--- src/source/dq_decode_pkg.sv ---
package dq_decode_pkg;

	//////////////////////////////////////////////////
	// field widths
	//////////////////////////////////////////////////

	localparam int LANES = 2;	// instructions per bundle

	localparam int INSTR_WIDTH = 32;
	localparam int OPC_WIDTH = 6;	// primary opcode in bits 0-5
	localparam int XO_WIDTH = 3;	// DQ extended opcode in bits 29-31
	localparam int REG_WIDTH = 5;
	localparam int USE_WIDTH = 2;
	localparam int DISP_WIDTH = 12;	// DQ field in bits 16-27
	localparam int UNIT_WIDTH = 3;

	//////////////////////////////////////////////////
	// types
	//////////////////////////////////////////////////

	// instruction word numbered the ISA way so bit 0 is the msb
	typedef logic [0:INSTR_WIDTH-1] instr_t;

	typedef logic [REG_WIDTH-1:0] reg_idx_t;
	typedef logic [USE_WIDTH-1:0] reg_use_t;
	typedef logic [DISP_WIDTH-1:0] disp_t;
	typedef logic [UNIT_WIDTH-1:0] unit_code_t;

	//////////////////////////////////////////////////
	// opcodes
	//////////////////////////////////////////////////

	localparam logic [OPC_WIDTH-1:0] OPC_LQ = 6'd56;	// load quadword
	localparam logic [OPC_WIDTH-1:0] OPC_DQ_VSX = 6'd61;	// lxv / stxv share this one

	localparam logic [XO_WIDTH-1:0] XO_LXV = 3'd1;
	localparam logic [XO_WIDTH-1:0] XO_STXV = 3'd2;

	//////////////////////////////////////////////////
	// register use codes
	//////////////////////////////////////////////////

	// says what the later stages do with a register field
	localparam reg_use_t USE_NONE = 2'd0;
	localparam reg_use_t USE_READ = 2'd1;
	localparam reg_use_t USE_WRITE = 2'd2;
	localparam reg_use_t USE_READ_WRITE = 2'd3;

	//////////////////////////////////////////////////
	// functional unit codes
	//////////////////////////////////////////////////

	localparam unit_code_t UNIT_FX = 3'd0;	// also the idle code
	localparam unit_code_t UNIT_FP = 3'd1;
	localparam unit_code_t UNIT_LDST = 3'd2;
	localparam unit_code_t UNIT_BRANCH = 3'd3;
	localparam unit_code_t UNIT_TRAP = 3'd4;	// illegal forms end up here

endpackage

--- src/source/bundle_unpack.sv ---
module bundle_unpack
(
	input logic clock_i,
	input logic rst_n_i,

	// bundle from fetch with lane 0 oldest
	input logic [dq_decode_pkg::LANES-1:0] bundle_valid_i,
	input dq_decode_pkg::instr_t [dq_decode_pkg::LANES-1:0] bundle_instr_i,

	// one word per lane decoder
	output logic [dq_decode_pkg::LANES-1:0] lane_valid_o,
	output dq_decode_pkg::instr_t [dq_decode_pkg::LANES-1:0] lane_instr_o
);

	genvar lane;

	//////////////////////////////////////////////////
	// per-lane input registers
	//////////////////////////////////////////////////

	for (lane = 0; lane < dq_decode_pkg::LANES; lane++)
	begin : g_lane

		// valid strobe cleared by reset
		always_ff @(posedge clock_i)
		begin
			if (!rst_n_i)
			begin
				lane_valid_o[lane] <= 1'b0;
			end
			else
			begin
				lane_valid_o[lane] <= bundle_valid_i[lane];
			end
		end

		// word only loads when its lane carries something
		// an idle lane keeps its old word
		always_ff @(posedge clock_i)
		begin
			if (bundle_valid_i[lane])
			begin
				lane_instr_o[lane] <= bundle_instr_i[lane];
			end
		end

	end

endmodule

--- src/source/dq_lane_decoder.sv ---
module dq_lane_decoder
(
	input logic clock_i,
	input logic rst_n_i,

	input logic valid_i,
	input dq_decode_pkg::instr_t instr_i,

	output logic valid_o,	// instruction recognised
	output dq_decode_pkg::reg_idx_t reg1_o,
	output dq_decode_pkg::reg_idx_t reg2_o,
	output dq_decode_pkg::reg_use_t reg1_use_o,
	output dq_decode_pkg::reg_use_t reg2_use_o,
	output logic reg1_vsx_o,	// reg1 sits in the vsx file
	output dq_decode_pkg::disp_t disp_o,
	output logic tx_o,
	output dq_decode_pkg::unit_code_t unit_o
);

	logic [dq_decode_pkg::OPC_WIDTH-1:0] opcode;
	logic [dq_decode_pkg::XO_WIDTH-1:0] xo;
	dq_decode_pkg::reg_idx_t rt;
	dq_decode_pkg::reg_idx_t ra;

	logic recog;
	dq_decode_pkg::reg_use_t rt_use;
	dq_decode_pkg::reg_use_t ra_use;
	logic rt_vsx;
	logic tx;
	dq_decode_pkg::unit_code_t unit;

	// DQ form fields
	assign opcode = instr_i[0:5];
	assign rt = instr_i[6:10];
	assign ra = instr_i[11:15];
	assign xo = instr_i[29:31];

	//////////////////////////////////////////////////
	// decode
	//////////////////////////////////////////////////

	always_comb
	begin
		recog = 1'b0;
		rt_use = dq_decode_pkg::USE_NONE;
		ra_use = dq_decode_pkg::USE_NONE;
		rt_vsx = 1'b0;
		tx = 1'b0;
		unit = dq_decode_pkg::UNIT_FX;
		if (valid_i)
		begin
			case (opcode)
				dq_decode_pkg::OPC_LQ:
				begin
					recog = 1'b1;
					rt_use = dq_decode_pkg::USE_WRITE;	// gpr pair rt, rt+1
					ra_use = dq_decode_pkg::USE_READ;
					// odd target or target equal to the base is an illegal form
					if (rt[0] || (rt == ra))
						unit = dq_decode_pkg::UNIT_TRAP;
					else
						unit = dq_decode_pkg::UNIT_LDST;
				end
				dq_decode_pkg::OPC_DQ_VSX:
				begin
					case (xo)
						dq_decode_pkg::XO_LXV:
						begin
							recog = 1'b1;
							rt_use = dq_decode_pkg::USE_WRITE;
							ra_use = dq_decode_pkg::USE_READ;
							rt_vsx = 1'b1;
							tx = instr_i[28];
							unit = dq_decode_pkg::UNIT_LDST;
						end
						dq_decode_pkg::XO_STXV:
						begin
							recog = 1'b1;
							rt_use = dq_decode_pkg::USE_READ;	// store source
							ra_use = dq_decode_pkg::USE_READ;
							rt_vsx = 1'b1;
							tx = instr_i[28];	// sx for the store
							unit = dq_decode_pkg::UNIT_LDST;
						end
						default:
						begin
							recog = 1'b0;	// other xo values not handled here
						end
					endcase
				end
				default:
				begin
					recog = 1'b0;
				end
			endcase
		end
	end

	//////////////////////////////////////////////////
	// output registers
	//////////////////////////////////////////////////

	always_ff @(posedge clock_i)
	begin
		if (!rst_n_i)
		begin
			valid_o <= 1'b0;
			reg1_use_o <= dq_decode_pkg::USE_NONE;
			reg2_use_o <= dq_decode_pkg::USE_NONE;
			unit_o <= dq_decode_pkg::UNIT_FX;
		end
		else
		begin
			valid_o <= recog;
			reg1_use_o <= rt_use;
			reg2_use_o <= ra_use;
			unit_o <= unit;
		end
	end

	always_ff @(posedge clock_i)
	begin
		reg1_o <= rt;
		reg2_o <= ra;
		reg1_vsx_o <= rt_vsx;
		disp_o <= instr_i[16:27];
		tx_o <= tx;
	end

endmodule

--- src/source/dispatch_merge.sv ---
module dispatch_merge
(
	input logic clock_i,
	input logic rst_n_i,

	// decoded lanes with lane 0 first in program order
	input logic [dq_decode_pkg::LANES-1:0] dec_valid_i,
	input dq_decode_pkg::reg_idx_t [dq_decode_pkg::LANES-1:0] dec_reg1_i,
	input dq_decode_pkg::reg_idx_t [dq_decode_pkg::LANES-1:0] dec_reg2_i,
	input dq_decode_pkg::reg_use_t [dq_decode_pkg::LANES-1:0] dec_reg1_use_i,
	input dq_decode_pkg::reg_use_t [dq_decode_pkg::LANES-1:0] dec_reg2_use_i,
	input logic [dq_decode_pkg::LANES-1:0] dec_reg1_vsx_i,
	input dq_decode_pkg::disp_t [dq_decode_pkg::LANES-1:0] dec_disp_i,
	input logic [dq_decode_pkg::LANES-1:0] dec_tx_i,
	input dq_decode_pkg::unit_code_t [dq_decode_pkg::LANES-1:0] dec_unit_i,

	output dq_decode_pkg::reg_idx_t [dq_decode_pkg::LANES-1:0] reg1_o,
	output dq_decode_pkg::reg_idx_t [dq_decode_pkg::LANES-1:0] reg2_o,
	output dq_decode_pkg::reg_use_t [dq_decode_pkg::LANES-1:0] reg1_use_o,
	output dq_decode_pkg::reg_use_t [dq_decode_pkg::LANES-1:0] reg2_use_o,
	output dq_decode_pkg::disp_t [dq_decode_pkg::LANES-1:0] disp_o,
	output logic [dq_decode_pkg::LANES-1:0] tx_o,
	output dq_decode_pkg::unit_code_t [dq_decode_pkg::LANES-1:0] unit_o,
	output logic [dq_decode_pkg::LANES-1:0] dispatch_o,
	output logic stall_o
);

	logic [dq_decode_pkg::LANES-1:0] dep;	// lane reads an earlier lane's write
	logic [dq_decode_pkg::LANES-1:0] dispatch_d;
	logic stall_d;

	function automatic logic is_read(input dq_decode_pkg::reg_use_t use_code);
		return (use_code == dq_decode_pkg::USE_READ) ||
			(use_code == dq_decode_pkg::USE_READ_WRITE);
	endfunction

	function automatic logic is_write(input dq_decode_pkg::reg_use_t use_code);
		return (use_code == dq_decode_pkg::USE_WRITE) ||
			(use_code == dq_decode_pkg::USE_READ_WRITE);
	endfunction

	//////////////////////////////////////////////////
	// read after write inside the bundle
	//////////////////////////////////////////////////

	always_comb
	begin
		dep = '0;
		for (int i = 1; i < dq_decode_pkg::LANES; i++)
		begin
			for (int j = 0; j < i; j++)
			begin
				// older lane j must be live, write its reg1 and share the tx bit
				if (dec_valid_i[j] && is_write(dec_reg1_use_i[j]) &&
					(dec_tx_i[j] == dec_tx_i[i]))
				begin
					// reg2 is always a gpr base
					if (is_read(dec_reg2_use_i[i]) && !dec_reg1_vsx_i[j] &&
						(dec_reg2_i[i] == dec_reg1_i[j]))
						dep[i] = 1'b1;
					// vsx source against vsx target
					if (is_read(dec_reg1_use_i[i]) && dec_reg1_vsx_i[i] &&
						dec_reg1_vsx_i[j] && (dec_reg1_i[i] == dec_reg1_i[j]))
						dep[i] = 1'b1;
				end
			end
		end
	end

	// once a live lane is held every younger lane waits too
	always_comb
	begin
		logic blocked;
		blocked = 1'b0;
		for (int i = 0; i < dq_decode_pkg::LANES; i++)
		begin
			dispatch_d[i] = dec_valid_i[i] && !dep[i] && !blocked;
			if (dec_valid_i[i] && !dispatch_d[i])
				blocked = 1'b1;
		end
	end

	assign stall_d = |(dec_valid_i & ~dispatch_d);

	//////////////////////////////////////////////////
	// output registers
	//////////////////////////////////////////////////

	always_ff @(posedge clock_i)
	begin
		if (!rst_n_i)
		begin
			dispatch_o <= '0;
			stall_o <= 1'b0;
			reg1_use_o <= {dq_decode_pkg::LANES{dq_decode_pkg::USE_NONE}};
			reg2_use_o <= {dq_decode_pkg::LANES{dq_decode_pkg::USE_NONE}};
			unit_o <= {dq_decode_pkg::LANES{dq_decode_pkg::UNIT_FX}};
		end
		else
		begin
			dispatch_o <= dispatch_d;
			stall_o <= stall_d;
			reg1_use_o <= dec_reg1_use_i;
			reg2_use_o <= dec_reg2_use_i;
			unit_o <= dec_unit_i;	// trap lanes pass through unchanged
		end
	end

	always_ff @(posedge clock_i)
	begin
		reg1_o <= dec_reg1_i;
		reg2_o <= dec_reg2_i;
		disp_o <= dec_disp_i;
		tx_o <= dec_tx_i;
	end

endmodule

--- src/source/dq_decode_top.sv ---
module dq_decode_top
(
	input logic clock_i,
	input logic rst_n_i,

	input logic [dq_decode_pkg::LANES-1:0] bundle_valid_i,
	input dq_decode_pkg::instr_t [dq_decode_pkg::LANES-1:0] bundle_instr_i,

	output dq_decode_pkg::reg_idx_t [dq_decode_pkg::LANES-1:0] reg1_o,
	output dq_decode_pkg::reg_idx_t [dq_decode_pkg::LANES-1:0] reg2_o,
	output dq_decode_pkg::reg_use_t [dq_decode_pkg::LANES-1:0] reg1_use_o,
	output dq_decode_pkg::reg_use_t [dq_decode_pkg::LANES-1:0] reg2_use_o,
	output dq_decode_pkg::disp_t [dq_decode_pkg::LANES-1:0] disp_o,
	output logic [dq_decode_pkg::LANES-1:0] tx_o,
	output dq_decode_pkg::unit_code_t [dq_decode_pkg::LANES-1:0] unit_o,
	output logic [dq_decode_pkg::LANES-1:0] dispatch_o,
	output logic stall_o
);

	genvar lane;

	// unpack to decoders
	logic [dq_decode_pkg::LANES-1:0] lane_valid;
	dq_decode_pkg::instr_t [dq_decode_pkg::LANES-1:0] lane_instr;

	// decoders to merger
	logic [dq_decode_pkg::LANES-1:0] dec_valid;
	dq_decode_pkg::reg_idx_t [dq_decode_pkg::LANES-1:0] dec_reg1;
	dq_decode_pkg::reg_idx_t [dq_decode_pkg::LANES-1:0] dec_reg2;
	dq_decode_pkg::reg_use_t [dq_decode_pkg::LANES-1:0] dec_reg1_use;
	dq_decode_pkg::reg_use_t [dq_decode_pkg::LANES-1:0] dec_reg2_use;
	logic [dq_decode_pkg::LANES-1:0] dec_reg1_vsx;
	dq_decode_pkg::disp_t [dq_decode_pkg::LANES-1:0] dec_disp;
	logic [dq_decode_pkg::LANES-1:0] dec_tx;
	dq_decode_pkg::unit_code_t [dq_decode_pkg::LANES-1:0] dec_unit;

	bundle_unpack bundle_unpack_inst
	(
		.clock_i(clock_i),
		.rst_n_i(rst_n_i),
		.bundle_valid_i(bundle_valid_i),
		.bundle_instr_i(bundle_instr_i),
		.lane_valid_o(lane_valid),
		.lane_instr_o(lane_instr)
	);

	//////////////////////////////////////////////////
	// one decoder per lane
	//////////////////////////////////////////////////

	for (lane = 0; lane < dq_decode_pkg::LANES; lane++)
	begin : g_lane
		dq_lane_decoder dq_lane_decoder_inst
		(
			.clock_i(clock_i),
			.rst_n_i(rst_n_i),
			.valid_i(lane_valid[lane]),
			.instr_i(lane_instr[lane]),
			.valid_o(dec_valid[lane]),
			.reg1_o(dec_reg1[lane]),
			.reg2_o(dec_reg2[lane]),
			.reg1_use_o(dec_reg1_use[lane]),
			.reg2_use_o(dec_reg2_use[lane]),
			.reg1_vsx_o(dec_reg1_vsx[lane]),
			.disp_o(dec_disp[lane]),
			.tx_o(dec_tx[lane]),
			.unit_o(dec_unit[lane])
		);
	end

	dispatch_merge dispatch_merge_inst
	(
		.clock_i(clock_i),
		.rst_n_i(rst_n_i),
		.dec_valid_i(dec_valid),
		.dec_reg1_i(dec_reg1),
		.dec_reg2_i(dec_reg2),
		.dec_reg1_use_i(dec_reg1_use),
		.dec_reg2_use_i(dec_reg2_use),
		.dec_reg1_vsx_i(dec_reg1_vsx),
		.dec_disp_i(dec_disp),
		.dec_tx_i(dec_tx),
		.dec_unit_i(dec_unit),
		.reg1_o(reg1_o),
		.reg2_o(reg2_o),
		.reg1_use_o(reg1_use_o),
		.reg2_use_o(reg2_use_o),
		.disp_o(disp_o),
		.tx_o(tx_o),
		.unit_o(unit_o),
		.dispatch_o(dispatch_o),
		.stall_o(stall_o)
	);

endmodule

--- config.mk ---
export PLATFORM = sky130hd
export DESIGN_NAME = dq_decode_top
export DESIGN_NICKNAME = d
export VERILOG_FILES = /design/src/source/dq_decode_pkg.sv /design/src/source/bundle_unpack.sv /design/src/source/dq_lane_decoder.sv /design/src/source/dispatch_merge.sv /design/src/source/dq_decode_top.sv
export SDC_FILE = /design/constraint.sdc
export NUM_CORES = 1
export LEC_CHECK = 0
export ABC_AREA = 1
export ABC_CLOCK_PERIOD_IN_PS = 1000
export BUFFER_PORTS_ARGS = -buffer_cell sky130_fd_sc_hd__buf_2
export CAP_MARGIN = 20
export CORE_ASPECT_RATIO = 0.7
export CORE_MARGIN = 2
export CORE_UTILIZATION = 46
export CTS_CLUSTER_DIAMETER = 150
export DETAILED_ROUTE_END_ITERATION = 10
export PLACE_DENSITY = 0.74
export RECOVER_POWER = 25
export SLEW_MARGIN = 20
export SYNTH_ARGS = -nofsm -noshare
export SYNTH_HDL_FRONTEND = slang
export SYNTH_SLANG_ARGS = --single-unit
--- constraint.sdc ---
create_clock -name clock_i -period 1 [get_ports clock_i]
set_clock_uncertainty 0.1 [all_clocks]
set_input_delay 0.05 -clock clock_i [delete_from_list [all_inputs] [get_ports clock_i]]
set_output_delay 0.05 -clock clock_i [all_outputs]
set_load 0.05 [all_outputs]
Word-level counts from Yosys, hierarchy flattened
Index checks and enable logic that the tools add are counted.

word-level totals
  bits of input ports = 68
  output and inout port bits = 63
  word-level logic and storage cells = 103
  flip-flop bits (word level) = 193

cells by class
  bitwise operators = 2
  eq/ne operators = 19
  mux-type cells = 21
  reductions and logical operators = 24

operators with widths
  operator                                              number
  equality test 6 bit (second input constant)           4
  case mux 2 bit (2 select lines)                       6
  equality test 5 bit                                   4
  case mux 3 bit (2 select lines)                       2
  equality test 2 bit (second input constant)           4
  logical AND 1 bit                                     8
  AND reduction 2 bit                                   4
  2-to-1 mux 1 bit                                      7
  equality test 3 x 1 -> 1 bit (second input constant)  2
  equality test 3 x 2 -> 1 bit (second input constant)  2
  2-to-1 mux 3 bit                                      2
  AND reduction 3 bit                                   2
  OR reduction 2 bit                                    3
  logical OR 1 bit                                      5
  equality test 2 x 1 -> 1 bit (second input constant)  2
  2-to-1 mux 2 bit                                      2
  case mux 1 bit (2 select lines)                       2
  AND 2 bit                                             1
  zero test 1 bit                                       2
  NOT 2 bit                                             1
  equality test 1 bit                                   1

Longest topological paths before layout
  word-level depth = 12
  depth in mapped cells = 8
  gate-level depth less buffers = 8

Modules after synthesis
Synthesis repeated with hierarchy kept, for this count alone.

second synthesis, totals
  cells, all modules = 400
  area total of the unflattened synthesis = 5331.4 µm²

modules (own cells, without submodules)
  module                                             area an instance (µm²)  times used  seq. area each (µm²)  cells each
  bundle_unpack                                      1976.9                  1           1961.9                70
  dispatch_merge                                     1631.6                  1           1261.2                156
  dq_lane_decoder at g_lane[1].dq_lane_decoder_inst  862.1                   1           580.6                 87
  dq_lane_decoder at g_lane[0].dq_lane_decoder_inst  860.8                   1           580.6                 87

Worst setup path before layout
Ideal clock, no wire load.

  path kind = reg2reg
  from = register bundle_unpack_inst.lane_instr_o[59] (netlist name)
  to = register g_lane[1].dq_lane_decoder_inst.unit_o[1]
  clock period less this slack = 1.090 ns
  slack = -0.090 ns
  buffers on the path = 0
  arrival = 0.924 ns
  required time = 0.834 ns
  setup time = 0.066 ns
  cell stages (with the launch flop) = 8
  cell sequence = edfxtp_1 -> inv_1 -> nand4_1 -> nor2_2 -> nand2_2 -> nand2_1 -> nand2_2 -> a21oi_2

on the way
  longest elaborated chain between the ends = 2
  elaborated cells on any way between the ends = 3
  those cells by class = eq/ne: 2; mux: 1

ends and longest elaborated chain
  item                               line                    RTL
  start: declaration                 bundle_unpack.sv:12     output dq_decode_pkg::instr_t [dq_decode_pkg::LANES-1:0] lane_instr_o
  start signal: indexed assignment   bundle_unpack.sv:43     lane_instr_o[lane] <= bundle_instr_i[lane];
  equality test 6 bit                dq_lane_decoder.sv:52   case (opcode)
  case mux 3 bit (2 select lines) *  dq_lane_decoder.sv:52
  end signal: assignment             dq_lane_decoder.sv:110  unit_o <= dq_decode_pkg::UNIT_FX;
  end signal: assignment             dq_lane_decoder.sv:117  unit_o <= unit;
  end: declaration                   dq_lane_decoder.sv:17   output dq_decode_pkg::unit_code_t unit_o

Mark *: on every way between the ends. The rest lies on a longest branch, timed or not.
A chain may end at the register's enable or synchronous reset.

Worst setup path after layout
Ends and elaborated chain as after synthesis.

==> summary.md <==
| Metric | Value |
|---|---|
| Synthesis-to-finish area growth | 57.3% |
| Clock-pin slew on the worst setup and hold paths | 0.06 ns |
| Routability Congestion | 0.763 |
| Antenna-violating nets left | 0 |
| Worst Path Required | 1.25 ns |
| Max Cap Violations | 0 |
| Slowest CP cell | edfxtp_1 |
| Starting Density | 46.7% |
| Critical Path AT | 1.49 ns |
| Final #Nets | 669 |
| Initial antenna violation count | 1 |
| Leakage | 3.59 nW |
| Cell Rows | 32 |
| Register bit total from synthesis | 182 |
| Full die area | 0.0120 mm2 |
| Detailed placement HPWL | 5.83 mm |
| DR pass1 iterations | 4 |
| WL met2 | 5.71 mm |
| Synthesized instance count | 369 |
| Vias | 3280 |
| 1st-iter DRT viols | 119 |
| Cells along the critical path | inv_1, nand4_1, nor2_2, nand2_2, nand2_2, nand2_2, a21oi_2 |
| Max FO, Critical Path | 4 |
| Fin. Hold Viols | 0 |
| Slew Viols, Final | 0 |
| Fin worst setup slack | -0.237 ns |
| Syn. warnings | 0 |
| Gr usage total | 19.0% |
| Unrepaired setup endpoints after global routing | yes |
| Port bufs | 126 |
| Die width | 130 um |
| Netlist cell types | 24 |
| Vias per cell | 4.27 |
| Fin Hold WS | 0.223 ns |
| Die Height | 92.1 um |
| Status | complete, but fails checks |
| Clk sinks | 182 |
| Htree depth | 4 |
| Startpoint types | flop |
| WL per Instance | 13.9 um |
| Residual DRC count | 0 |
| Worst Path Class, Setup | reg -> reg |
| Worst path bufs/invs | 1 |
| Vias in the first global route | 3444 |
| Global route overflow | 0 |
| Mapped cell area | 0.00510 mm2 |
| Length of routed wiring on met1 | 4.03 mm |
| Period utilization | 124% |
| CTS buffer count | 17 |
| Routed WL | 10.7 mm |
| Power density over the cells | 2070 mW/mm2 |
| Clock Path Buffers | 2 |
| Wire length on met3 | 688 um |
| Cell mode on critical path | nand2_2 |
| Top sig layer | met4 |
| CP delay by family, top | simple AND/OR/NAND/NOR gates |
| Register area share after synthesis | 83.9% |
| Tmin final | 1.24 ns |
| Num ports | 131 |
| Achievable frequency | 0.808 GHz |
| Post-synth EDFFs | 64 |
| Async set-reset flop share out of synthesis | 0% |
| Clk root buf | clkbuf_16 |
| Largest net degree at the start of global routing | 27 |
| First-pass GRT wire length | 16.6 mm |
| Core box area | 0.0109 mm2 |
| Setup Viol. Count Final | 75 |
| Main flop type after synthesis | dfxtp_1 |
| Placed instance area | 0.00604 mm2 |
| Clk_lat worst skew | 0.42 ns |
| Critical path capture point type | flop |
| Share of layout cells above drive strength 1 | 44.5% |
| Design area | 0.00803 mm2 |
| Hold crit path type | reg -> reg |
| Commonest non-fill, non-tap cells in the layout | dlygate4sd3_1, buf_2, nand2_1, edfxtp_1, dfxtp_2 |
| Fill count | 702 |
| Max IR drop VDD | 1580 uV |
| Synth Area per Inst | 13.8 um2 |
| CTS tree | yes |
| Failing checks | negative setup slack |
| CP peak stage delay | 0.38 ns |
-- cell usage after synthesis, types with 3 or more instances --
master,count,share of area (%)
a21oi_1,4,0.39
buf_4,5,0.74
dfxtp_1,118,46
edfxtp_1,64,38
inv_1,48,3.5
inv_2,3,0.22
nand2_1,72,5.3
nand2_2,3,0.37
nand3_1,6,0.59
nand4_1,4,0.49
nor2_1,24,1.8
xor2_1,3,0.51
-- timing repair --
action	CTS	global route
gates resized for setup	215	50
gates cloned	0	0
setup buffers	5	2
hold buffers	67	0
pin swaps	16	13
endpoints found under the setup margin	75	75
endpoints found under the hold margin	142	0
-- routing by layer --
| metal | up-vias | global-route usage (%) |
|---|---|---|
| met5 | - | 0 |
| li1 | 1628 | - |
| met3 | 25 | 7.23 |
| met4 | 0 | 6.99 |
| met1 | 1509 | 20.1 |
| met2 | 118 | 34.3 |
-- power by group --
part / total (mW) / switching (mW) / internal, mW
clock: 6.44 / 2.92 / 3.52
combinational: 1.69 / 0.904 / 0.788
sequential: 8.47 / 0.264 / 8.21
total: 16.6 / 4.09 / 12.5
-- through the flow --
stage	cells	setup TNS, ns	total power [mW]	setup WS (ns)	util [%]
floorplan	372	-0.330	9.22	-0.0900	-
global route	768	-8.29	17.2	-0.329	73.4
detailed placement	661	-1.94	9.69	-0.222	55.3
finish	768	-5.05	16.6	-0.237	73.4
CTS	765	-5.75	16.6	-0.238	72.1
global placement	661	-1.21	9.65	-0.158	55.3
-- layout make-up --
type | count | area, um2 | area share, %
flip-flops and latches | 182 | 4360 | 54.3
repair buffers | 216 | 2070 | 25.7
multi-input cells | 133 | 641 | 7.98
clock buffers | 18 | 429 | 5.35
inverters | 51 | 191 | 2.38
well taps | 153 | 191 | 2.38
clock inverters | 14 | 144 | 1.79
diodes | 1 | 2.50 | 0.0312
-- cell families (layout without fill, tap and decap cells) --
| logic type | after synthesis | in the layout | share of synthesized area (%) |
|---|---|---|---|
| xor gates and xnor gates | 3 | 3 | 0.515 |
| and+or+nand+nor | 115 | 115 | 9.51 |
| other | 1 | 5 | 0.0735 |
| DFF | 182 | 182 | 83.9 |
| AOI/OAI and AO/OA | 11 | 11 | 1.40 |
| buffers and inverters | 57 | 299 | 4.58 |
-- state kept, by name, summed over array words and instances (netlist names) --
name,count
bundle_unpack_inst.lane_instr_o,64
bundle_unpack_inst.lane_valid_o,2
dispatch_merge_inst.disp_o,24
dispatch_merge_inst.dispatch_o,2
dispatch_merge_inst.reg1_o,10
dispatch_merge_inst.reg1_use_o,4
dispatch_merge_inst.reg2_o,10
dispatch_merge_inst.reg2_use_o,1
dispatch_merge_inst.stall_o,1
dispatch_merge_inst.tx_o,2
dispatch_merge_inst.unit_o,4
g_lane.dq_lane_decoder_inst.disp_o,24
g_lane.dq_lane_decoder_inst.reg1_o,10
g_lane.dq_lane_decoder_inst.reg1_use_o,4
g_lane.dq_lane_decoder_inst.reg1_vsx_o,2
g_lane.dq_lane_decoder_inst.reg2_o,10
g_lane.dq_lane_decoder_inst.tx_o,2
g_lane.dq_lane_decoder_inst.unit_o,4
g_lane.dq_lane_decoder_inst.valid_o,2
-- worst paths after layout --
path                            depth (start not counted)                                       from                                       end  slack (ns)
worst max-delay path                                    7        bundle_unpack_inst.lane_instr_o[59]  g_lane[1].dq_lane_decoder_inst.unit_o[1]       -0.24
worst min register to register                          0  g_lane[1].dq_lane_decoder_inst.disp_o[10]            dispatch_merge_inst.disp_o[22]        0.22
worst min-delay path                                    0  g_lane[1].dq_lane_decoder_inst.disp_o[10]            dispatch_merge_inst.disp_o[22]        0.22
worst max register to register                          7        bundle_unpack_inst.lane_instr_o[59]  g_lane[1].dq_lane_decoder_inst.unit_o[1]       -0.24
-- worst reg2reg max path, stage by stage (launching register included) --
cell and delay, ns:
edfxtp_1 0.38, inv_1 0.07, nand4_1 0.13, nor2_2 0.15
nand2_2 0.10, nand2_2 0.08, nand2_2 0.06, a21oi_2 0.10
Note: power is estimated with default switching activity, not from simulation.
